**src/hw/sink_defs.svh**
```systemverilog
// Widths shared by the sink design. The bank word must be wider than a stream word plus 3 bytes.
`ifndef SINK_DEFS_SVH
`define SINK_DEFS_SVH

// Width of one bank word in bits.
`define SINK_MEM_DW 64

// Width of one stream word in bits.
`define SINK_STRM_DW 32

// Width of a byte address.
`define SINK_AW 12

// Width of the job word count.
`define SINK_CNT_W 8

`endif

```
**src/hw/sink_pkg.sv**
```systemverilog
// Types of the sink design. The job count must be at least one.
`default_nettype none

`include "sink_defs.svh"

package sink_pkg;

  // Streamer FSM states.
  typedef enum logic [1:0] {
    IDLE,
    WORKING,
    DRAIN
  } streamer_state_e;

  // Job description as the top level assembles it.
  typedef struct packed {
    logic [`SINK_AW-1:0]    base_addr;  // Byte address of the first word.
    logic [7:0]             stride;     // Distance between words, in bank words.
    logic [`SINK_CNT_W-1:0] tot_len;    // Number of stream words in the job.
  } sink_ctrl_t;

  // Status of the address generator.
  typedef struct packed {
    logic done;  // High once the last address has been queued.
  } addrgen_flags_t;

endpackage

`default_nettype wire

```
**src/hw/tcdm_if.sv**
```systemverilog
// Write-only memory request bus. A write takes place on an edge where req and gnt are both high.
`default_nettype none

`include "sink_defs.svh"

interface tcdm_if;

  logic                       req;
  logic                       gnt;
  logic [`SINK_AW-1:0]        add;   // Byte address, word aligned.
  logic [`SINK_MEM_DW/8-1:0]  be;    // One enable per byte lane.
  logic [`SINK_MEM_DW-1:0]    data;

  // The requester side.
  modport master (
    output req, add, be, data,
    input  gnt
  );

  // The memory side, which grants.
  modport slave (
    input  req, add, be, data,
    output gnt
  );

endinterface

`default_nettype wire

```
**src/hw/sink_addressgen.sv**
```systemverilog
// Address generator with a two-entry queue. The job fields must stay stable while it is enabled.
`default_nettype none

`include "sink_defs.svh"

module sink_addressgen (
  input  logic                     clk_i,
  input  logic                     rst_ni,
  input  logic                     clear_i,
  input  logic                     enable_i,
  input  sink_pkg::sink_ctrl_t     ctrl_i,
  output logic [`SINK_AW-1:0]      addr_o,
  output logic                     addr_valid_o,
  input  logic                     addr_ready_i,
  output sink_pkg::addrgen_flags_t flags_o
);

  logic [`SINK_CNT_W-1:0] cnt_q;
  logic [`SINK_AW-1:0]    offs_q;
  logic                   done_q;
  logic                   push;
  logic                   pop;
  logic                   full;
  logic [`SINK_AW-1:0]    queue_q [2];
  logic                   wr_ptr_q;
  logic                   rd_ptr_q;
  logic [1:0]             fill_q;

  assign full = (fill_q == 2'd2);
  assign push = enable_i & ~done_q & ~full;  // The counter stalls on a full queue.
  assign pop  = addr_valid_o & addr_ready_i;

  // Counts the queued addresses and walks the offset in whole bank words.
  always_ff @(posedge clk_i or negedge rst_ni) begin
    if (!rst_ni) begin
      cnt_q  <= '0;
      offs_q <= '0;
      done_q <= 1'b0;
    end else if (clear_i) begin
      cnt_q  <= '0;
      offs_q <= '0;
      done_q <= 1'b0;
    end else if (push) begin
      cnt_q  <= cnt_q + 1'b1;
      offs_q <= offs_q + `SINK_AW'({ctrl_i.stride, 3'b000});
      done_q <= (cnt_q + 1'b1 == ctrl_i.tot_len);
    end
  end

  // Queue pointers and fill level.
  always_ff @(posedge clk_i or negedge rst_ni) begin
    if (!rst_ni) begin
      wr_ptr_q <= 1'b0;
      rd_ptr_q <= 1'b0;
      fill_q   <= '0;
    end else if (clear_i) begin
      wr_ptr_q <= 1'b0;
      rd_ptr_q <= 1'b0;
      fill_q   <= '0;
    end else begin
      if (push) wr_ptr_q <= ~wr_ptr_q;
      if (pop) rd_ptr_q <= ~rd_ptr_q;
      fill_q <= fill_q + {1'b0, push} - {1'b0, pop};
    end
  end

  always_ff @(posedge clk_i) begin
    if (push) queue_q[wr_ptr_q] <= ctrl_i.base_addr + offs_q;
  end

  assign addr_o        = queue_q[rd_ptr_q];
  assign addr_valid_o  = (fill_q != 2'd0);
  assign flags_o.done  = done_q;

endmodule

`default_nettype wire

```
**src/hw/sink_core.sv**
```systemverilog
// Streamer control and byte alignment. Address bit 2 is ignored, so each word lands in bank bytes 0 to 6.
`default_nettype none

`include "sink_defs.svh"

module sink_core (
  input  logic                       clk_i,
  input  logic                       rst_ni,
  input  logic                       start_i,
  input  sink_pkg::sink_ctrl_t       ctrl_i,
  input  logic [`SINK_STRM_DW-1:0]   strm_data_i,
  input  logic [`SINK_STRM_DW/8-1:0] strm_strb_i,
  input  logic                       strm_valid_i,
  output logic                       strm_ready_o,
  input  logic [`SINK_AW-1:0]        addr_i,
  input  logic                       addr_valid_i,
  output logic                       addr_ready_o,
  input  sink_pkg::addrgen_flags_t   agen_flags_i,
  output logic                       agen_en_o,
  output logic                       agen_clr_o,
  tcdm_if.master                     tcdm,
  output logic                       ready_start_o,
  output logic                       done_o
);

  sink_pkg::streamer_state_e cs, ns;

  logic                      active;
  logic                      accept;
  logic                      last_accept;
  logic                      done_d;
  logic [`SINK_CNT_W-1:0]    cnt_q;
  logic [`SINK_CNT_W-1:0]    cnt_d;
  logic [1:0]                boffs;
  logic [`SINK_MEM_DW-1:0]   data_ext;
  logic [`SINK_MEM_DW-1:0]   data_aligned;
  logic [`SINK_MEM_DW/8-1:0] strb_ext;
  logic [`SINK_MEM_DW/8-1:0] strb_aligned;

  assign active = (cs != sink_pkg::IDLE);
  assign boffs  = addr_i[1:0];  // Byte offset inherited from the base address.

  // The stream word sits in the low lanes and moves up by the byte offset.
  assign data_ext     = {{(`SINK_MEM_DW - `SINK_STRM_DW){1'b0}}, strm_data_i};
  assign strb_ext     = {{((`SINK_MEM_DW - `SINK_STRM_DW) / 8){1'b0}}, strm_strb_i};
  assign data_aligned = data_ext << {boffs, 3'b000};
  assign strb_aligned = strb_ext << boffs;

  // A request needs both a word and an address, so it never waits on gnt.
  assign tcdm.req  = active & strm_valid_i & addr_valid_i;
  assign tcdm.add  = {addr_i[`SINK_AW-1:2], 2'b00};
  assign tcdm.be   = active ? strb_aligned : '0;
  assign tcdm.data = active ? data_aligned : '0;

  // Word, address and write retire in the same cycle.
  assign accept       = tcdm.req & tcdm.gnt;
  assign strm_ready_o = active & addr_valid_i & tcdm.gnt;
  assign addr_ready_o = accept;

  assign cnt_d       = cnt_q + 1'b1;
  assign last_accept = accept & agen_flags_i.done & (cnt_d == ctrl_i.tot_len);

  always_comb begin
    ns         = cs;
    done_d     = 1'b0;
    agen_en_o  = 1'b0;
    agen_clr_o = 1'b0;
    unique case (cs)
      sink_pkg::IDLE: begin
        if (start_i) begin
          ns        = sink_pkg::WORKING;
          agen_en_o = 1'b1;  // The first address is queued during the start cycle.
        end
      end
      sink_pkg::WORKING: begin
        agen_en_o = 1'b1;
        if (agen_flags_i.done) ns = sink_pkg::DRAIN;
      end
      sink_pkg::DRAIN: begin
        agen_en_o = 1'b1;
      end
      default: ns = sink_pkg::IDLE;
    endcase
    // The last word ends the job straight away, from either busy state.
    if (last_accept) begin
      ns         = sink_pkg::IDLE;
      done_d     = 1'b1;
      agen_en_o  = 1'b0;
      agen_clr_o = 1'b1;
    end
  end

  always_ff @(posedge clk_i or negedge rst_ni) begin
    if (!rst_ni) begin
      cs     <= sink_pkg::IDLE;
      done_o <= 1'b0;
    end else begin
      cs     <= ns;
      done_o <= done_d;  // High for one cycle, together with the return to IDLE.
    end
  end

  // Accepted-word counter.
  always_ff @(posedge clk_i or negedge rst_ni) begin
    if (!rst_ni) begin
      cnt_q <= '0;
    end else if (last_accept) begin
      cnt_q <= '0;
    end else if (accept) begin
      cnt_q <= cnt_d;
    end
  end

  assign ready_start_o = ~active;

endmodule

`default_nettype wire

```
**src/hw/tcdm_bank.sv**
```systemverilog
// Single 64-word bank; a read wins over a write in the same cycle and the contents are not reset.
`default_nettype none

`include "sink_defs.svh"

module tcdm_bank (
  input  logic                    clk_i,
  tcdm_if.slave                   tcdm,
  input  logic                    rd_req_i,
  input  logic [`SINK_AW-1:0]     rd_addr_i,
  output logic [`SINK_MEM_DW-1:0] rd_data_o
);

  localparam int unsigned bank_depth = 64;
  localparam int unsigned idx_w      = $clog2(bank_depth);

  logic [`SINK_MEM_DW-1:0] mem_q [bank_depth];
  logic [idx_w-1:0]        wr_idx;
  logic [idx_w-1:0]        rd_idx;

  // Bits 2:0 select a byte inside a bank word.
  assign wr_idx = tcdm.add[idx_w+2:3];
  assign rd_idx = rd_addr_i[idx_w+2:3];

  assign tcdm.gnt = ~rd_req_i;  // The read port has priority.

  always_ff @(posedge clk_i) begin
    if (tcdm.req && tcdm.gnt) begin
      for (int b = 0; b < `SINK_MEM_DW / 8; b++) begin
        if (tcdm.be[b]) begin
          mem_q[wr_idx][8*b +: 8] <= tcdm.data[8*b +: 8];
        end
      end
    end
    if (rd_req_i) begin
      rd_data_o <= mem_q[rd_idx];  // Valid one cycle after the request.
    end
  end

endmodule

`default_nettype wire

```
**src/hw/sink_top.sv**
```systemverilog
// Sink top level. Base, stride and count must be held stable from start until done.
`default_nettype none

`include "sink_defs.svh"

module sink_top (
  input  logic                       clk_i,
  input  logic                       rst_ni,
  input  logic                       start_i,
  input  logic [`SINK_AW-1:0]        base_addr_i,
  input  logic [7:0]                 stride_i,
  input  logic [`SINK_CNT_W-1:0]     tot_len_i,
  input  logic [`SINK_STRM_DW-1:0]   strm_data_i,
  input  logic [`SINK_STRM_DW/8-1:0] strm_strb_i,
  input  logic                       strm_valid_i,
  output logic                       strm_ready_o,
  input  logic                       rd_req_i,
  input  logic [`SINK_AW-1:0]        rd_addr_i,
  output logic [`SINK_MEM_DW-1:0]    rd_data_o,
  output logic                       ready_start_o,
  output logic                       done_o
);

  sink_pkg::sink_ctrl_t     ctrl;
  sink_pkg::addrgen_flags_t agen_flags;
  logic [`SINK_AW-1:0]      addr;
  logic                     addr_valid;
  logic                     addr_ready;
  logic                     agen_en;
  logic                     agen_clr;

  tcdm_if tcdm ();

  assign ctrl = '{base_addr: base_addr_i, stride: stride_i, tot_len: tot_len_i};

  sink_addressgen i_addressgen (
    .clk_i        ( clk_i      ),
    .rst_ni       ( rst_ni     ),
    .clear_i      ( agen_clr   ),
    .enable_i     ( agen_en    ),
    .ctrl_i       ( ctrl       ),
    .addr_o       ( addr       ),
    .addr_valid_o ( addr_valid ),
    .addr_ready_i ( addr_ready ),
    .flags_o      ( agen_flags )
  );

  sink_core i_core (
    .clk_i         ( clk_i         ),
    .rst_ni        ( rst_ni        ),
    .start_i       ( start_i       ),
    .ctrl_i        ( ctrl          ),
    .strm_data_i   ( strm_data_i   ),
    .strm_strb_i   ( strm_strb_i   ),
    .strm_valid_i  ( strm_valid_i  ),
    .strm_ready_o  ( strm_ready_o  ),
    .addr_i        ( addr          ),
    .addr_valid_i  ( addr_valid    ),
    .addr_ready_o  ( addr_ready    ),
    .agen_flags_i  ( agen_flags    ),
    .agen_en_o     ( agen_en       ),
    .agen_clr_o    ( agen_clr      ),
    .tcdm          ( tcdm.master   ),
    .ready_start_o ( ready_start_o ),
    .done_o        ( done_o        )
  );

  tcdm_bank i_bank (
    .clk_i     ( clk_i      ),
    .tcdm      ( tcdm.slave ),
    .rd_req_i  ( rd_req_i   ),
    .rd_addr_i ( rd_addr_i  ),
    .rd_data_o ( rd_data_o  )
  );

endmodule

`default_nettype wire

```
**config.mk**
```make
export PLATFORM = sky130hd
export DESIGN_NAME = sink_top
export DESIGN_NICKNAME = d
export VERILOG_FILES = /design/src/hw/sink_pkg.sv /design/src/hw/tcdm_if.sv /design/src/hw/sink_addressgen.sv /design/src/hw/sink_core.sv /design/src/hw/tcdm_bank.sv /design/src/hw/sink_top.sv
export VERILOG_INCLUDE_DIRS = /design/src /design/src/hw
export SDC_FILE = /design/constraint.sdc
export NUM_CORES = 2
export LEC_CHECK = 0
export BUFFER_PORTS_ARGS = -buffer_cell sky130_fd_sc_hd__buf_2
export CORE_ASPECT_RATIO = 1.75
export CORE_MARGIN = 1.5
export CORE_UTILIZATION = 55
export DETAILED_ROUTE_END_ITERATION = 12
export PLACE_DENSITY = 0.81
export SLEW_MARGIN = 20
export SYNTH_ARGS = -nofsm -noshare
export SYNTH_HDL_FRONTEND = slang
export SYNTH_MEMORY_MAX_BITS = 65536
export SYNTH_SLANG_ARGS = --single-unit
```
**constraint.sdc**
```tcl
create_clock -name clk_i -period 3.8 [get_ports clk_i]
set_clock_uncertainty 0.1 [all_clocks]
set_input_delay 0.19 -clock clk_i [delete_from_list [all_inputs] [get_ports clk_i]]
set_output_delay 0.19 -clock clk_i [all_outputs]
set_load 0.01 [all_outputs]
```
Yosys cells after proc, flatten, opt, wreduce, memory -nomap -nowiden. Memory sizes are Yosys's and may differ from the RTL's. A register that Yosys moved wholly into a read port is not among the register bits. Cells that the tools add are included.

Bits in registers: 36. Bits in latches: 0. RAM bits: 4120. Memory bits (read-only): 0. Bits of input ports: 81. Output and inout bits: 67. Logic and storage cells: 101. Memories kept: 2.

$add $sub $neg: 6. Multipliers: 0. Divide/modulo/power cells: 0. Magnitude comparators: 0. Equality and inequality tests: 8. Shifts and indexed selects: 2. Multiplexer cells: 49. Bitwise operators: 16. Reductions and logical operators: 9.

Memories: i_bank.mem_q (words 64, bits a word 64, read ports 1, clocked after Yosys merged registers in 1, write ports 1, line tcdm_bank.sv:17) `` logic [`SINK_MEM_DW-1:0] mem_q [bank_depth]; ``; i_addressgen.queue_q (words 2, bits a word 12, read ports 1, clocked after Yosys merged registers in 0, write ports 1, line sink_addressgen.sv:24) `` logic [`SINK_AW-1:0] queue_q [2]; ``.

Operators with widths (count): $mux 64 (1); $shl 32x5->64 (1); $mux 8 (5); $mux 1 (35); $mux 12 (2); $add 8x1->8 const B (2); $eq 8x8->1 (2); $add 12x11->12 (1); $add 12x12->12 (1); $and 1x1->1 (10); $reduce_bool 2->1 (5); $mux 2 (4); $shl 4x2->8 (1); $ne 3x2->1 const B (2); $not 1->1 (6); $pmux 2 s3 (1); $eq 2x2->1 const B (2); $reduce_and 3->1 (1); $add 2x1->2 (1); $eq 2x1->1 const B (1); $logic_not 2->1 (1); $ne 2x1->1 const B (1); $pmux 1 s2 (1); $reduce_or 2->1 (1); other kinds (2) (2).

Depth between registers and ports, before layout.
Word-level depth: 12. Gate-level depth with buffers: 12.

Hierarchy. From an unflattened synthesis, not the netlist that was laid out.

Cells, all modules: 7610. Area, all modules: 163197.8 um^2.

By module, submodules not included: tcdm_bank (times used 1, cells an instance 7076, area each 158376.9 um^2, seq. area each 124919.8 um^2); sink_addressgen (times used 1, cells an instance 259, area each 2791.4 um^2, seq. area each 1271.2 um^2); sink_core (times used 1, cells an instance 275, area each 2029.4 um^2, seq. area each 275.3 um^2).

Worst setup path after synthesis. No wires, ideal clock.

Path type: register to register. From: register i_addressgen.rd_ptr_q. To: memory i_bank.mem_q[0][40] (netlist bit), data pin. Setup time: 0.548 ns. Arrival: 3.413 ns. Slack: -0.262 ns. Cell stages (with the launch flop): 9. Path buffers: 5. Clock period less this slack: 4.062 ns. Cell sequence: dfrtp_1 -> buf_2 -> mux2_2 -> buf_4 -> buf_2 -> buf_2 -> buf_2 -> nand2_1 -> a21oi_1.

Cells in the longest elaborated chain, start to end: 3.

RTL lines: from (decl) (line sink_addressgen.sv:26) `logic rd_ptr_q;`; from (signal assigned) (line sink_addressgen.sv:62) `if (pop) rd_ptr_q <= ~rd_ptr_q;`; $mem_v2 2x12; $shl 32x5->64 (line sink_core.sv:46) `assign data_aligned = data_ext << {boffs, 3'b000};`; $mux 64 (line sink_core.sv:53) `assign tcdm.data = active ? data_aligned : '0;`; net i_bank.tcdm.data[40] (line tcdm_if.sv:22) `input req, add, be, data,`; to (decl) (line tcdm_bank.sv:17).

The timed path passes the listed nets, and every way through them passes these cells.

Worst setup path after layout.
From: register i_addressgen.rd_ptr_q. To: memory i_bank.mem_q[25][37] (netlist bit) (enable).

Cells in the longest elaborated chain, start to end: 6.

RTL lines: $mem_v2 2x12 *; $shl 4x2->8 (line sink_core.sv:47) `assign strb_aligned = strb_ext << boffs;`; $mux 8 (line sink_core.sv:52) `assign tcdm.be = active ? strb_aligned : '0;`; $mux 1 (line tcdm_bank.sv:30) `if (tcdm.be[b]) begin`; $mux 1 (line tcdm_bank.sv:28) `if (tcdm.req && tcdm.gnt) begin`; $mux 1 (implied by the code) (line tcdm_bank.sv:31) `mem_q[wr_idx][8*b +: 8] <= tcdm.data[8*b +: 8];`.

Every way passes the cells marked *; elsewhere a longest branch is shown, timed or not.

==> reports/qor.csv <==
stage,metric,value,unit
outcome,status,"complete, but fails checks",
outcome,failing checks,negative setup slack,
route,number of antenna-violating nets in the routed design,0,
sta,setup TNS,-0.7381,ns
worst_setup_path,FF-to-FF End,i_bank.mem_q[25][37],
clock_tree,latest clock arrival within the worst-skew pair,0.92,ns
clock_tree,htree depth,5,
synthesis,Post-Synth Adder-Cell Area,0.1808,%
worst_setup_path,CP Class,reg2reg,
synthesis,"count leader, synth",edfxtp_1,
sta,worst-margin pin slew,1.156,ns
grt,first-pass GRT wire length,603.0,mm
sta,fmax,0.2568,GHz
floorplanning,DIE WIDTH,387.8,µm
route,drt initial violations,13290,
worst_setup_path,Worst Reg-to-Reg Cells,4,
sta,final hold vios,0,
worst_setup_path,WP buf/inv,0,
clock_tree,Root Buffer,clkbuf_16,
finish,# nets final,7690,
worst_setup_path,"Max FO, Critical Path",18,
floorplanning,Rows,247,
finish,Final Non-Filler Cells,11250,
grt,largest net degree at the start of global routing,79,
worst_setup_path,worst path cell trace,mux2i_1 -> nor2_1 -> nand2_1 -> nor2_1,
worst_hold_path,Worst Min Path Start,strm_data_i[6],
synthesis,"EDFF count, synth",3656,
synthesis,Mapped Avg Cell Area,21.20,µm²
sta,Setup-failing EPs final,14,
floorplanning,IO Pins,148,
sta,Slew Limit Fails,0,
clock_tree,clock tree sinks,3686,
finish,share of layout cells above drive strength 1,29.74,%
power,pwr dens,556.8,mW/mm²
worst_setup_path,most frequent CP cell,nor2_1,
job,Max-Cap Viols,0,
sta,period utilisation layout,102.5,%
synthesis,Synth top area share,77.02,%
synthesis,Yosys cell types,60,
synthesis,largest family of logic cells by synthesized area,multiplexers,
worst_setup_path,CP endpoint kind,register,
worst_setup_path,WP data required,4.21,ns
clock_tree,Post-CTS Repair Setup Buffers,0,
finish,# fillers,15360,
placement,placed instance area,0.1526,mm²
worst_setup_path,Critical Path Max Stage Delay,0.85,ns
grt,initial antenna violation count,78,
floorplanning,Initial Util,55.24,%
worst_hold_path,Hold Crit Endpoint,i_bank.mem_q[33][6],
worst_setup_path,WP depth,4,
worst_hold_path,worst hold path class,in2reg,
synthesis,mux cell area share after synthesis,14.39,%
route,total number of vias,79890,
synthesis,dominant cell type by area after synthesis,edfxtp_1,
placement,RePlAce Congestion,0.9833,
clock_tree,Clock Tree Buf Depth,4,
synthesis,Synth async-reset ratio,0.8139,%
finish,Finished Cell Area,0.1632,mm²
clock_tree,TritonCTS clock tree,done,
floorplanning,area of the core,0.2581,mm²
worst_setup_path,reg2reg start,i_addressgen.rd_ptr_q,
synthesis,ys flop type,edfxtp_1,
synthesis,leading post-synthesis cells by instance count,"edfxtp_1, mux4_2, nor2_1, a22oi_1, clkbuf_1",
synthesis,post-synthesis compound-gate area fraction,3.496,%
placement,Setup WS pre-CTS,0.2621,ns
route,vias per inst,7.100,
synthesis,register area share after synthesis,77.55,%
clock_tree,Clock transition at path regs,0.07,ns
worst_setup_path,critical path's slowest cell,nor2_1,
sta,RSZ-0062 raised after global routing,no,
power,Static Leakage,51.69,nW
synthesis,synthesized area,0.1425,mm²
floorplanning,die area,0.2623,mm²
sta,minimum clock period,3.894,ns
placement,I/O Buffers,127,
sta,Setup WS post-layout,-0.09364,ns
worst_setup_path,Critical Path Source Type,register,
route,"wirelength, routed",440.8,mm
route,DRC viols,0,
power,post-route total power,90.86,mW
placement,Detail Placement HPWL,264.3,mm
synthesis,yosys warns,0,
route,Avg WL per Cell,39.17,µm
worst_setup_path,register-to-register setup slack,-0.09,ns
clock_tree,Num CTS Buffers,310,
finish,area delta synth->final,14.49,%
synthesis,Synth Area in Simple Gates,2.697,%
synthesis,Synth Instances,6722,
worst_setup_path,CP startpoint,i_addressgen.rd_ptr_q,
worst_setup_path,Critical Path AT,4.30,ns
sta,relative slew slack,22.62,%
placement,Placed Cells incl. Taps,10590,
worst_hold_path,hold path depth,3,
grt,total grt overflow,0,
finish,final core occ,63.24,%
worst_setup_path,"CP delay by family, top",simple AND/OR/NAND/NOR gates,
synthesis,Synth Area in XOR/XNOR,0.2335,%
sta,Min Hold Slack,0.005221,ns
grt,vias in the first global route,80080,
grt,GRT Util Overall,32.99,%
floorplanning,Die H,676.4,µm
power,Max rail drop VDD,0.4777,mV
synthesis,Synth area leaders,"edfxtp_1, mux4_2, nor2_1",
route,router iterations before antenna repair,9,
synthesis,Yosys reg bits,3686,
## worst register-to-register path, cell delays in order, from the launching register on
cell and delay (ns):
dfrtp_1 0.76, mux2i_1 0.40, nor2_1 0.68, nand2_1 0.68, nor2_1 0.86
## cells by family (layout without fill, tap and decap cells)
kind of cell	Yosys count	count (layout)
xor+xnor	38	38
fa+ha+maj	20	20
simple gates	907	907
buf+inv	417	1509
compound gates	705	705
other cells	1	79
mux	948	948
flops	3686	3686
## placed cells by master, fill, tap and decap left out, types with 16 or more instances in the layout
cell           synthesis  final
edfxtp_1            3656   3656
mux4_2               880    880
buf_4                 49    714
nor2_1               548    526
clkbuf_16              0    318
a22oi_1              250    250
nand2_1              148    147
a22o_1               133    133
buf_2                134    122
nand3_1               98     96
a21oi_1               90     74
o21ai_0               74     74
diode_2                0     71
buf_12                 0     67
mux2i_1               64     63
clkbuf_1             177     53
clkinv_1               0     51
clkinv_2               0     49
dlygate4sd3_1          0     45
and3_1                40     32
bufinv_16              0     31
dfrtp_1               30     30
o21ai_1               28     28
xnor2_1               26     26
a221oi_1              25     25
o211ai_1              24     24
o22ai_1               24     24
a31oi_1               22     22
nor2_4                 0     19
ha_1                  19     18
a21oi_4                0     16
## cell type report
cell class	instances	area (µm²)	share of cell area (%)
sequential	3686	110500	67.73
multi-input combinational	2626	30460	18.67
clock buffer	371	8157	4.998
timing repair buffer	950	7792	4.775
tap	3361	4205	2.577
clock inverter	173	1800	1.103
antenna	71	177.7	0.1089
inverter	15	56.30	0.03450
## registers in the layout, indices dropped and copies added (netlist names)
register and flops:
i_addressgen.queue_q 16, i_addressgen.fill_q 2, i_addressgen.wr_ptr_q 1, i_addressgen.flags_o 1, i_addressgen.offs_q 6, i_addressgen.rd_ptr_q 1
i_core.done_o 1, i_bank.mem_q 3584, i_core.cs 2, i_core.cnt_q 8, i_bank.rd_data_o 56, i_addressgen.cnt_q 8
## metal layers
| metal | GRT usage (%) | part of all wire (%) | vias up |
|---|---|---|---|
| met4 | 28.93 | 11 | 60 |
| met2 | 52.33 | 48 | 8175 |
| met3 | 9.863 | 14 | 2190 |
| met1 | 36.08 | 28 | 39700 |
| met5 | 0.6244 | 0.094 | - |
| li1 | - | - | 29770 |
## timing repair
| action | in CTS | in global routing |
|---|---|---|
| hold endpoints to repair | 183 | 0 |
| hold buffers | 46 | 0 |
| resized for setup | 0 | 2 |
| setup endpoints to repair | 0 | 4 |
## worst max-delay path by stage
stage / slack, ns / to
after CTS: 0.21 / i_bank.mem_q[25][37]
after global placement: 0.37 / i_bank.mem_q[58][20]
final: -0.09 / i_bank.mem_q[25][37]
after detailed placement: 0.26 / i_bank.mem_q[8][53]
after global routing: 0.02 / i_bank.mem_q[25][36]
after floorplan: 0.05 / i_bank.mem_q[0][30]
## power by group
group          internal [mW]  switching [mW]
registers               48.0           0.218
clock network           17.6            14.9
logic                   2.53            7.66
total                   68.1            22.7
(Power assumes the default switching activity.)
